<file path="config.mk">
export PLATFORM = sky130hd
export DESIGN_NAME = piece_generator
export DESIGN_NICKNAME = d
export VERILOG_FILES = /design/src/tetris_pkg.sv /design/src/piece_generator.sv
export SDC_FILE = /design/constraint.sdc
export NUM_CORES = 1
export LEC_CHECK = 0
export BUFFER_PORTS_ARGS = -buffer_cell sky130_fd_sc_hd__buf_4
export CAP_MARGIN = 20
export CORE_MARGIN = 5
export CORE_UTILIZATION = 29
export DETAILED_ROUTE_END_ITERATION = 7
export HOLD_SLACK_MARGIN = 0.05
export SYNTH_ARGS = -nofsm -noshare
export SYNTH_HDL_FRONTEND = slang
export SYNTH_SLANG_ARGS = --single-unit
</file>
<file path="constraint.sdc">
create_clock -name clk -period 2.85 [get_ports clk]
set_input_delay 0.285 -clock clk [delete_from_list [all_inputs] [get_ports clk]]
set_output_delay 0.285 -clock clk [all_outputs]
set_load 0.005 [all_outputs]
</file>
<file path="src/tetris_pkg.sv">
`default_nettype none

package tetris_pkg;

  //////////////////////////////
  // sizes
  //////////////////////////////

  localparam int GRID_ROWS   = 21;
  localparam int GRID_COLS   = 10;
  localparam int NUM_PIECES  = 7;
  localparam int SPAWN_COL   = 3;   // left edge of the spawn frame

  // piece queue
  localparam int QUEUE_DEPTH = 4;
  localparam int QPTR_W      = $clog2(QUEUE_DEPTH);
  localparam int QCNT_W      = $clog2(QUEUE_DEPTH + 1);

  localparam logic [15:0] LFSR_SEED = 16'hace1;  // must be nonzero

  //////////////////////////////
  // types
  //////////////////////////////

  typedef logic [2:0]  piece_t;    // I O T S Z J L = 0..6
  typedef logic [2:0]  color_t;    // 0 empty, else piece + 1
  typedef logic [1:0]  rot_t;      // clockwise quarter turns
  typedef logic [4:0]  row_idx_t;
  typedef logic [3:0]  col_idx_t;
  typedef logic [15:0] mask_t;     // bit 4*r + c
  typedef logic [15:0] lines_t;

  // row 0 is the top of the well
  typedef color_t [GRID_ROWS-1:0][GRID_COLS-1:0] grid_t;

  typedef enum logic [2:0] {
    LEFT,
    RIGHT,
    ROR,
    ROL,
    DOWN
  } move_t;

  typedef enum logic [2:0] {
    IDLE,
    FETCH,
    SPAWN,
    PLAY,
    LOCK,
    CLEAR,
    GAME_OVER
  } game_state_t;

  //////////////////////////////
  // shapes at rotation 0
  //////////////////////////////

  localparam mask_t BASE_SHAPES [NUM_PIECES] = '{
    16'h00f0,  // I, flat in frame row 1
    16'h0066,  // O
    16'h0072,  // T
    16'h0036,  // S
    16'h0063,  // Z
    16'h0071,  // J
    16'h0074   // L
  };

endpackage

`default_nettype wire

</file>
<file path="src/piece_generator.sv">
`timescale 1ns/10ps
`default_nettype none

module piece_generator
  import tetris_pkg::*;
(
  input  logic   clk,
  input  logic   rst,
  output logic   req_o,
  input  logic   ack_i,
  output piece_t piece_o
);

  typedef enum logic [1:0] {
    GEN_STEP,     // advance lfsr until a legal piece shows up
    GEN_OFFER,    // req high, waiting for ack
    GEN_RELEASE   // req low, waiting for ack to drop
  } gen_phase_t;

  gen_phase_t  phase_q;
  logic [15:0] lfsr_q;
  logic [15:0] lfsr_next;
  logic        feedback;

  // fibonacci taps 16 14 13 11
  assign feedback  = lfsr_q[15] ^ lfsr_q[13] ^ lfsr_q[12] ^ lfsr_q[10];
  assign lfsr_next = {lfsr_q[14:0], feedback};

  always_ff @(posedge clk, posedge rst) begin
    if (rst) begin
      phase_q <= GEN_STEP;
      lfsr_q  <= LFSR_SEED;
    end else begin
      case (phase_q)
        GEN_STEP: begin
          lfsr_q <= lfsr_next;
          if (lfsr_next[2:0] != 3'd7) begin  // 7 is no piece, step again
            phase_q <= GEN_OFFER;
          end
        end
        GEN_OFFER: begin
          if (ack_i) begin
            phase_q <= GEN_RELEASE;
          end
        end
        GEN_RELEASE: begin
          if (!ack_i) begin
            phase_q <= GEN_STEP;
          end
        end
        default: phase_q <= GEN_STEP;
      endcase
    end
  end

  assign req_o   = (phase_q == GEN_OFFER);
  assign piece_o = piece_t'(lfsr_q[2:0]);  // frozen outside GEN_STEP

  // offered piece must not move until the consumer has taken it
  a_piece_stable: assert property (@(posedge clk) disable iff (rst)
    (req_o && !ack_i) |=> $stable(piece_o));

endmodule

`default_nettype wire

</file>
==> flow_summary.ini <==
[yosys]
synth_top_cell_by_area = dfrtp_1
syn_inst = 49
yosys_warnings = 0
synth.top_cell.area_share = 0.313
syn-cell-area_um2 = 801
yosysSeqAreaShare = 0.575
synth_cell_type_count = 16
syn_nets = 52
yosys_register_bits = 18
synth_area_leaders = dfrtp_1 (31%), dfstp_2 (26%), mux2_4 (19%)
syn_avg_cell_area_um2 = 16.3

[critical_path]
endpoint_kind = register
worstPathRequired_ns = 3.02
critPathSlowestCell = nor2_4
path_buf_inv = 0
crit_fanout = 16
critical_path_arrival_ns = 1.60
crit_family = simple AND/OR/NAND/NOR gates
crit_chain = nor2_4, mux2_2
max_stage_delay_ns = 0.47
cp-start-kind = register
path_class = reg2reg

[routing]
vias = 365
detail-route-antenna-nets = 0
first_iter_violations = 1
wl_um = 1040
wire_per_inst_um = 12.0
drt_pass1_iterations = 2
avgViaCountPerCell = 4.24
drc = 0

[floorplanning]
fp.coreArea_um2 = 2710
die_y_um = 62.5
initial_core_util = 0.295
fp-row-count = 19
dieArea_um2 = 3910
dieWidth_um = 62.5
io_pins = 7

[sta]
layout_setup_ws_ns = 1.42
min_period_over_period = 0.503
finalSetupTns_ns = 0
min_period_ns = 1.43
clock.fmax_ghz = 0.698
fin_skew_ns = 0.00754
grt_setup_unrepaired = false
final_max_slew_viol_count = 0
hold_viol = 0
setup_viol = 0
worstMarginPinSlew_ns = 0.652
maxSlewHeadroom = 0.565
whs_ns = 0.0832

[global_routing]
grt_pass1_wl_um = 1890
overflow = 0
track_usage = 0.0617
grt_start_max_net_pins = 19
grt_pass1_vias = 410
antenna_found_initial = 0

[clock_tree]
clk_path_buf_depth = 2
clk_latency_ns = 0.28
cts.sinks = 18
root_buffer = clkbuf_4
cts_buffers = 3
htree_num_levels = 1
holdBufCountCts = 0
cts_resized = 0
post_cts_buffers = 0
cts_tree = built
clk_pin_slew_ns = 0.10

[finish]
final_cells = 86
drive_gt1_frac = 0.655
syn_to_final_growth_pct = 10.3
antennaDiodeCount = 0
finalInstanceArea_um2 = 883
final_nets = 59

[placement]
portBuffers = 6
place_inst = 82
pre_cts_ws_ns = 1.42
postPlaceCellArea_um2 = 847
place_congestion = 0.622

[pwr]
p_per_area_nw_per_um2 = 587
max-vdd-ir-drop_mv = 0.403
p_leak_nw = 0.413

[run_status]
status = finished clean

[job]
cap_viol_max_count = 0

[hold_path]
hold_class = in2async
==> layout make-up <==
| type | instances | area, µm² |
|---|---|---|
| multi-input cells | 26 | 299 |
| inverters | 1 | 3.75 |
| clock buffers | 4 | 36.3 |
| flip-flops and latches | 18 | 460 |
| well taps | 31 | 38.8 |
| repair buffers | 6 | 45.0 |
| fillers | 277 | 1830 |
==> cell usage in the layout, fill, tap and decap left out <==
master / count
mux2_4: 10
dfrtp_1: 10
dfstp_2: 8
mux2_2: 6
buf_4: 6
clkbuf_4: 3
xnor2_1: 2
nor2_4: 1
nor2b_1: 1
and2b_1: 1
o21a_1: 1
xor2_1: 1
nand2_1: 1
nor2_1: 1
a221oi_2: 1
inv_1: 1
clkbuf_8: 1
==> worst register-to-register path, cell delays in order (launching register included) <==
cell	delay, ns
dfrtp_1	0.44
nor2_4	0.48
mux2_2	0.40
==> logic make-up after synthesis <==
group,share of synthesized area
flip-flops,0.575
multiplexers,0.272
AND/OR/NAND/NOR,0.0406
buffers and inverters,0.0516
XOR/XNOR,0.0328
AO/OA/AOI/OAI,0.0281
==> final timing paths <==
path                       slack, ns  cells after the start       start         end
max in group asynchronous       2.34                      2         rst  lfsr_q[12]
setup reg to reg                1.42                      2  phase_q[1]   lfsr_q[9]
hold / removal                  0.08                      2         rst   lfsr_q[4]
hold reg to reg                 0.52                      1   lfsr_q[9]  lfsr_q[10]
min in group clk                0.17                      2       ack_i  phase_q[0]
setup / recovery                1.42                      2  phase_q[1]   lfsr_q[9]
==> report_power, final <==
| part | total [mW] | internal, mW | switching, mW | leakage, nW |
|---|---|---|---|---|
| registers | 0.277 | 0.264 | 0.0133 | 0.219 |
| clock network | 0.150 | 0.0777 | 0.0723 | 0.0210 |
| logic | 0.0918 | 0.0455 | 0.0462 | 0.173 |
| total | 0.519 | 0.387 | 0.132 | 0.413 |
==> Yosys cell counts <==
library cell	number
xnor2_1	2
o21a_1	1
nand2_1	1
dfstp_2	8
xor2_1	1
and2b_1	1
inv_1	1
nor2b_1	1
nor2_4	1
a221oi_2	1
mux2_4	10
buf_4	3
mux2_2	6
buf_8	1
dfrtp_1	10
nor2_1	1
==> state kept, by name (all words and copies together) (netlist names) <==
register / count
lfsr_q: 16
phase_q: 2
==> metrics by stage <==
stage,power (mW),util
4_1_cts,0.530,0.326
6_report,0.519,0.326
5_1_grt,0.550,0.326
3_5_place_dp,0.376,0.313
3_3_place_gp,0.372,0.313
2_1_floorplan,0.367,-
==> per-layer routing <==
| layer | global-route usage | share of wire | vias up |
|---|---|---|---|
| met5 | 0 | 0 | - |
| met4 | 0.00796 | 0 | 0 |
| met3 | 0.0432 | 0.053 | 0 |
| met2 | 0.0946 | 0.47 | 7 |
| met1 | 0.0725 | 0.48 | 182 |
| li1 | - | - | 176 |
(Power assumes the default switching activity.)
