### config.mk
export PLATFORM = sky130hd
export DESIGN_NAME = piece_queue
export DESIGN_NICKNAME = d
export VERILOG_FILES = /design/src/tetris_pkg.sv /design/src/piece_queue.sv
export SDC_FILE = /design/constraint.sdc
export NUM_CORES = 1
export LEC_CHECK = 0
export BUFFER_PORTS_ARGS = -buffer_cell sky130_fd_sc_hd__buf_4
export CORE_ASPECT_RATIO = 0.9
export CORE_MARGIN = 5
export CORE_UTILIZATION = 55
export DETAILED_ROUTE_END_ITERATION = 10
export PLACE_DENSITY_LB_ADDON = 0.08
export SYNTH_ARGS = -nofsm -noshare
export SYNTH_HDL_FRONTEND = slang
export SYNTH_SLANG_ARGS = --single-unit
### constraint.sdc
create_clock -name clk -period 1.95 [get_ports clk]
set_input_delay 0.39 -clock clk [delete_from_list [all_inputs] [get_ports clk]]
set_output_delay 0.39 -clock clk [all_outputs]
set_load 0.05 [all_outputs]
### src/tetris_pkg.sv
`default_nettype none

package tetris_pkg;

  //////////////////////////////
  // sizes
  //////////////////////////////

  localparam int GRID_ROWS   = 21;
  localparam int GRID_COLS   = 10;
  localparam int NUM_PIECES  = 7;
  localparam int SPAWN_COL   = 3;   // left edge of the spawn frame

  // piece queue
  localparam int QUEUE_DEPTH = 4;
  localparam int QPTR_W      = $clog2(QUEUE_DEPTH);
  localparam int QCNT_W      = $clog2(QUEUE_DEPTH + 1);

  localparam logic [15:0] LFSR_SEED = 16'hace1;  // must be nonzero

  //////////////////////////////
  // types
  //////////////////////////////

  typedef logic [2:0]  piece_t;    // I O T S Z J L = 0..6
  typedef logic [2:0]  color_t;    // 0 empty, else piece + 1
  typedef logic [1:0]  rot_t;      // clockwise quarter turns
  typedef logic [4:0]  row_idx_t;
  typedef logic [3:0]  col_idx_t;
  typedef logic [15:0] mask_t;     // bit 4*r + c
  typedef logic [15:0] lines_t;

  // row 0 is the top of the well
  typedef color_t [GRID_ROWS-1:0][GRID_COLS-1:0] grid_t;

  typedef enum logic [2:0] {
    LEFT,
    RIGHT,
    ROR,
    ROL,
    DOWN
  } move_t;

  typedef enum logic [2:0] {
    IDLE,
    FETCH,
    SPAWN,
    PLAY,
    LOCK,
    CLEAR,
    GAME_OVER
  } game_state_t;

  //////////////////////////////
  // shapes at rotation 0
  //////////////////////////////

  localparam mask_t BASE_SHAPES [NUM_PIECES] = '{
    16'h00f0,  // I, flat in frame row 1
    16'h0066,  // O
    16'h0072,  // T
    16'h0036,  // S
    16'h0063,  // Z
    16'h0071,  // J
    16'h0074   // L
  };

endpackage

`default_nettype wire

### src/piece_queue.sv
`timescale 1ns/10ps
`default_nettype none

module piece_queue
  import tetris_pkg::*;
(
  input  logic   clk,
  input  logic   rst,
  // producer side
  input  logic   in_req_i,
  output logic   in_ack_o,
  input  piece_t in_piece_i,
  // consumer side
  output logic   out_req_o,
  input  logic   out_ack_i,
  output piece_t out_piece_o
);

  typedef enum logic [1:0] {
    OUT_IDLE,
    OUT_REQ,
    OUT_DONE   // waiting for ack to drop
  } out_phase_t;

  piece_t            mem [QUEUE_DEPTH];
  logic [QPTR_W-1:0] wr_ptr;
  logic [QPTR_W-1:0] rd_ptr;
  logic [QCNT_W-1:0] count;
  out_phase_t        out_phase;
  logic              push;
  logic              pop;

  function automatic logic [QPTR_W-1:0] ptr_inc(input logic [QPTR_W-1:0] p);
    return (p == QPTR_W'(QUEUE_DEPTH - 1)) ? '0 : p + 1'b1;
  endfunction

  // full queue leaves in_req_i hanging
  assign push = in_req_i && !in_ack_o && (count < QCNT_W'(QUEUE_DEPTH));
  assign pop  = (out_phase == OUT_REQ) && out_ack_i;

  always_ff @(posedge clk) begin
    if (push) begin
      mem[wr_ptr] <= in_piece_i;
    end
  end

  //////////////////////////////
  // pointers and handshakes
  //////////////////////////////

  always_ff @(posedge clk, posedge rst) begin
    if (rst) begin
      wr_ptr    <= '0;
      rd_ptr    <= '0;
      count     <= '0;
      in_ack_o  <= 1'b0;
      out_phase <= OUT_IDLE;
    end else begin
      if (push) begin
        wr_ptr   <= ptr_inc(wr_ptr);
        in_ack_o <= 1'b1;
      end else if (in_ack_o && !in_req_i) begin
        in_ack_o <= 1'b0;
      end

      if (pop) begin
        rd_ptr <= ptr_inc(rd_ptr);
      end

      case ({push, pop})
        2'b10:   count <= count + 1'b1;
        2'b01:   count <= count - 1'b1;
        default: count <= count;
      endcase

      case (out_phase)
        OUT_IDLE: if (count != '0) out_phase <= OUT_REQ;
        OUT_REQ:  if (out_ack_i) out_phase <= OUT_DONE;
        OUT_DONE: if (!out_ack_i) out_phase <= OUT_IDLE;
        default:  out_phase <= OUT_IDLE;
      endcase
    end
  end

  assign out_req_o   = (out_phase == OUT_REQ);
  assign out_piece_o = mem[rd_ptr];  // oldest entry

  a_count_bound: assert property (@(posedge clk) disable iff (rst)
    count <= QCNT_W'(QUEUE_DEPTH));

  // req and its data stay up until the consumer acks
  a_req_hold: assert property (@(posedge clk) disable iff (rst)
    (out_req_o && !out_ack_i) |=> out_req_o && $stable(out_piece_o));

endmodule

`default_nettype wire

==> results by group <==
Placement
  • Placed cell area: 1130 um2
  • Post-detailed-placement half-perimeter wirelength: 1.11 mm
  • Input/output buffers: 11
  • Setup WS pre-CTS: 0.0935 ns
  • GP Congestion: 0.680

CTS
  • Clock Pin Slew Worst Setup and Hold Paths: 0.13 ns
  • Max H-tree Level: 1
  • Clock tree root driver cell: clkbuf_4
  • Clock Latency Late Sink: 0.31 ns
  • CTS tree: built
  • CTS buffer count: 3
  • CTS Buffer Depth: 2
  • Clk sinks: 22

Route
  • Detailed Route Iter0 Violations: 10
  • Via count: roughly 570
  • Detailed Route WL: 1.60 mm
  • Drt first pass iters: 4
  • Routed Antenna Nets: 0
  • DR DRC count: 0
  • Via/cell ratio: just over 5
  • Wirelength per Cell: 14.5 um

Global routing
  • Initial antenna violation count: 0
  • Remaining global-route overflow: 0
  • Global-route wire length before repair: roughly 2.7 mm
  • Vias in the first global route: between 500 and 600
  • Largest net degree at the start of global routing: 14
  • Total GRT Usage: 14.1%

Synth
  • Synth unique cells: 23
  • Synth Instances: 66
  • Yosys reg bits: 22
  • Number of synthesis warnings: 0
  • Area leader, netlist: edfxtp_1
  • Synthesized area per cell: 15.3 um2
  • Sequential cell area fraction in the yosys report: approximately three fifths
  • Area share of the largest cell type after synthesis: 35.7%
  • Synth Cell Area: 1010 um2
  • Ranking of synthesized cells by area: edfxtp_1 36%, dfrtp_1 25%, ha_1 7.4%, mux4_1 5.2%, inv_1 3.3%
  • Syn_nets: 80

Timing
  • Setup TNS: 0 ns
  • Tightest Pin Transition: 0.391 ns
  • Final Hold Vio Count: 0
  • Final min period: 1.90 ns
  • Max frequency: 527 MHz
  • Slew HR: approximately 74%
  • Setup violators final: 0
  • Final hold slack: approximately 0.031 ns
  • Final worst path period share: 97.3%
  • Final worst slack: ~0.052 ns
  • Skew final: 0.00834 ns
  • Pins Over Slew Limit: 0

Outcome
  • Status: finished clean

Final layout
  • Fraction of layout cells with a size suffix above 1: 35.6%
  • Most common cell after layout, fill and taps aside: buf_4
  • Nets: 102
  • Final Cell Area: 1230 um2
  • Ant. Diodes: 0
  • Commonest non-fill, non-tap cells in the layout: 16 x buf_4, 12 x edfxtp_1, 9 x inv_1, 9 x dfrtp_1, 5 x ha_1
  • Final core area utilization: a little under three quarters
  • Area Growth Syn to Fin: 21.8%

Critical path
  • FF-to-FF End: count[2]$_DFFE_PP0P_
  • Setup CP Type: flip-flop to output pin
  • Flop2flop setup slack: 0.13 ns
  • Reg-to-Reg Start: out_phase[1]$_DFFE_PP0P_
  • Reg2reg path depth: 9
  • Critical Path AT: 1.51 ns
  • CP Capture Type: output pin
  • Worst endpoint required time: approximately 1.6 ns
  • CP Launch Type: flip-flop
  • Critical-path maximum fanout: 4
  • Critical path startpoint: rd_ptr[0]$_DFFE_PP0P_

Die
  • Core Rows: 14
  • Die W: 55.2 um
  • Die H: roughly 50 um
  • Die footprint: 2790 um2
  • Initial Util: roughly 59%
  • Total I/O pin count: 12
  • Core ar.: 1720 um2

Power
  • Cell Pwr Density: roughly 1600 nW/um2
  • VDD IR max: 817 uV
  • Part of the power in combinational logic: between 40% and 50%
  • Int Pwr: 1.25 mW
  • Reg power frac: 37.5%
  • Leakage Power: 0.549 nW
  • P_sw: between 0.7 and 0.8 mW
  • Clock power share: 17.8%
  • Switching Share: about 37%

Min path
  • Worst Hold Class: input pin to async pin

Flow run
  • MaxCap Viol Count: 0
-- through the flow --
| step | total power [mW] | std cells |
|---|---|---|
| floorplan | 1.34 | 66 |
| global placement | 1.51 | 102 |
| detailed placement | 1.54 | 102 |
| CTS | 1.90 | 106 |
| global route | 2.12 | 111 |
| finish | 1.97 | 111 |
-- cell usage after synthesis --
cell type,number
a211oi_1,1
a21boi_0,1
and2_1,4
and2b_2,1
dfrtp_1,10
edfxtp_1,12
fa_1,1
ha_1,6
inv_1,9
mux2_4,2
mux2i_1,1
mux4_1,2
mux4_2,1
nand2_1,2
nand2_4,1
nor2_1,3
nor2b_4,1
nor3b_2,1
nor4_1,1
o21a_1,1
o21ai_0,2
xnor2_1,1
xor2_1,2
-- per-layer routing --
layer	up-vias	GRT usage [%]	share of wire [%]
met3	2	6.21	7.2
met5	-	0	0
met4	0	2.43	0.56
li1	273	-	-
met1	276	20.8	45
met2	16	19.7	47
-- power by group through the flow --
stage | sequential [mW] | clock (mW) | combinational, mW
after global routing | 0.759 | 0.385 | 0.972
after CTS | 0.751 | 0.352 | 0.792
after detailed placement | 0.758 | 0 | 0.783
after floorplan | 0.742 | 0 | 0.595
final | 0.741 | 0.351 | 0.882
after global placement | 0.754 | 0 | 0.755
-- critical path: stages, from the launching register on --
cell     delay, ns
dfrtp_2       0.45
mux4_1        0.55
buf_4         0.20
-- area by class of cell --
type,count,area (um2)
repair buffers,17,131
fillers,131,487
inverters,9,33.8
clock buffers,3,22.5
well taps,24,30.0
clock inverters,1,30.0
flip-flops and latches,22,612
multi-input cells,35,370
-- kinds of logic after synthesis --
family                     after synthesis  share of synthesized area [%]
DFF                                     22                           60.5
and+or+nand+nor                         14                           9.54
buffers and inverters                    9                           3.35
adders and majority gates                7                           9.42
muxes                                    6                           11.4
AOI/OAI and AO/OA                        5                           3.22
xor gates and xnor gates                 3                           2.60
-- state kept, by name, indices dropped and copies added, names as in the netlist --
register and flops:
out_phase 2, rd_ptr 2, wr_ptr 2, mem 12, in_ack_o 1, count 3
-- worst max-delay path by stage --
stage,end,slack [ns],cells after the start
detailed placement,count[2]$_DFFE_PP0P_,0.09,9
floorplan,count[2]$_DFFE_PP0P_,0.02,9
global route,count[2]$_DFFE_PP0P_,-0.007,9
CTS,out_piece_o[1],0.01,2
finish,out_piece_o[2],0.05,2
global placement,count[2]$_DFFE_PP0P_,0.16,9
-- what timing repair did --
item	in CTS	in global routing
endpoints found under the hold margin	0	0
endpoints found under the setup margin	3	3
pin swaps	0	1
buffers inserted	0	5
gates resized for setup	1	3
hold buffers	0	0
Note: power is estimated with default switching activity, not from simulation.
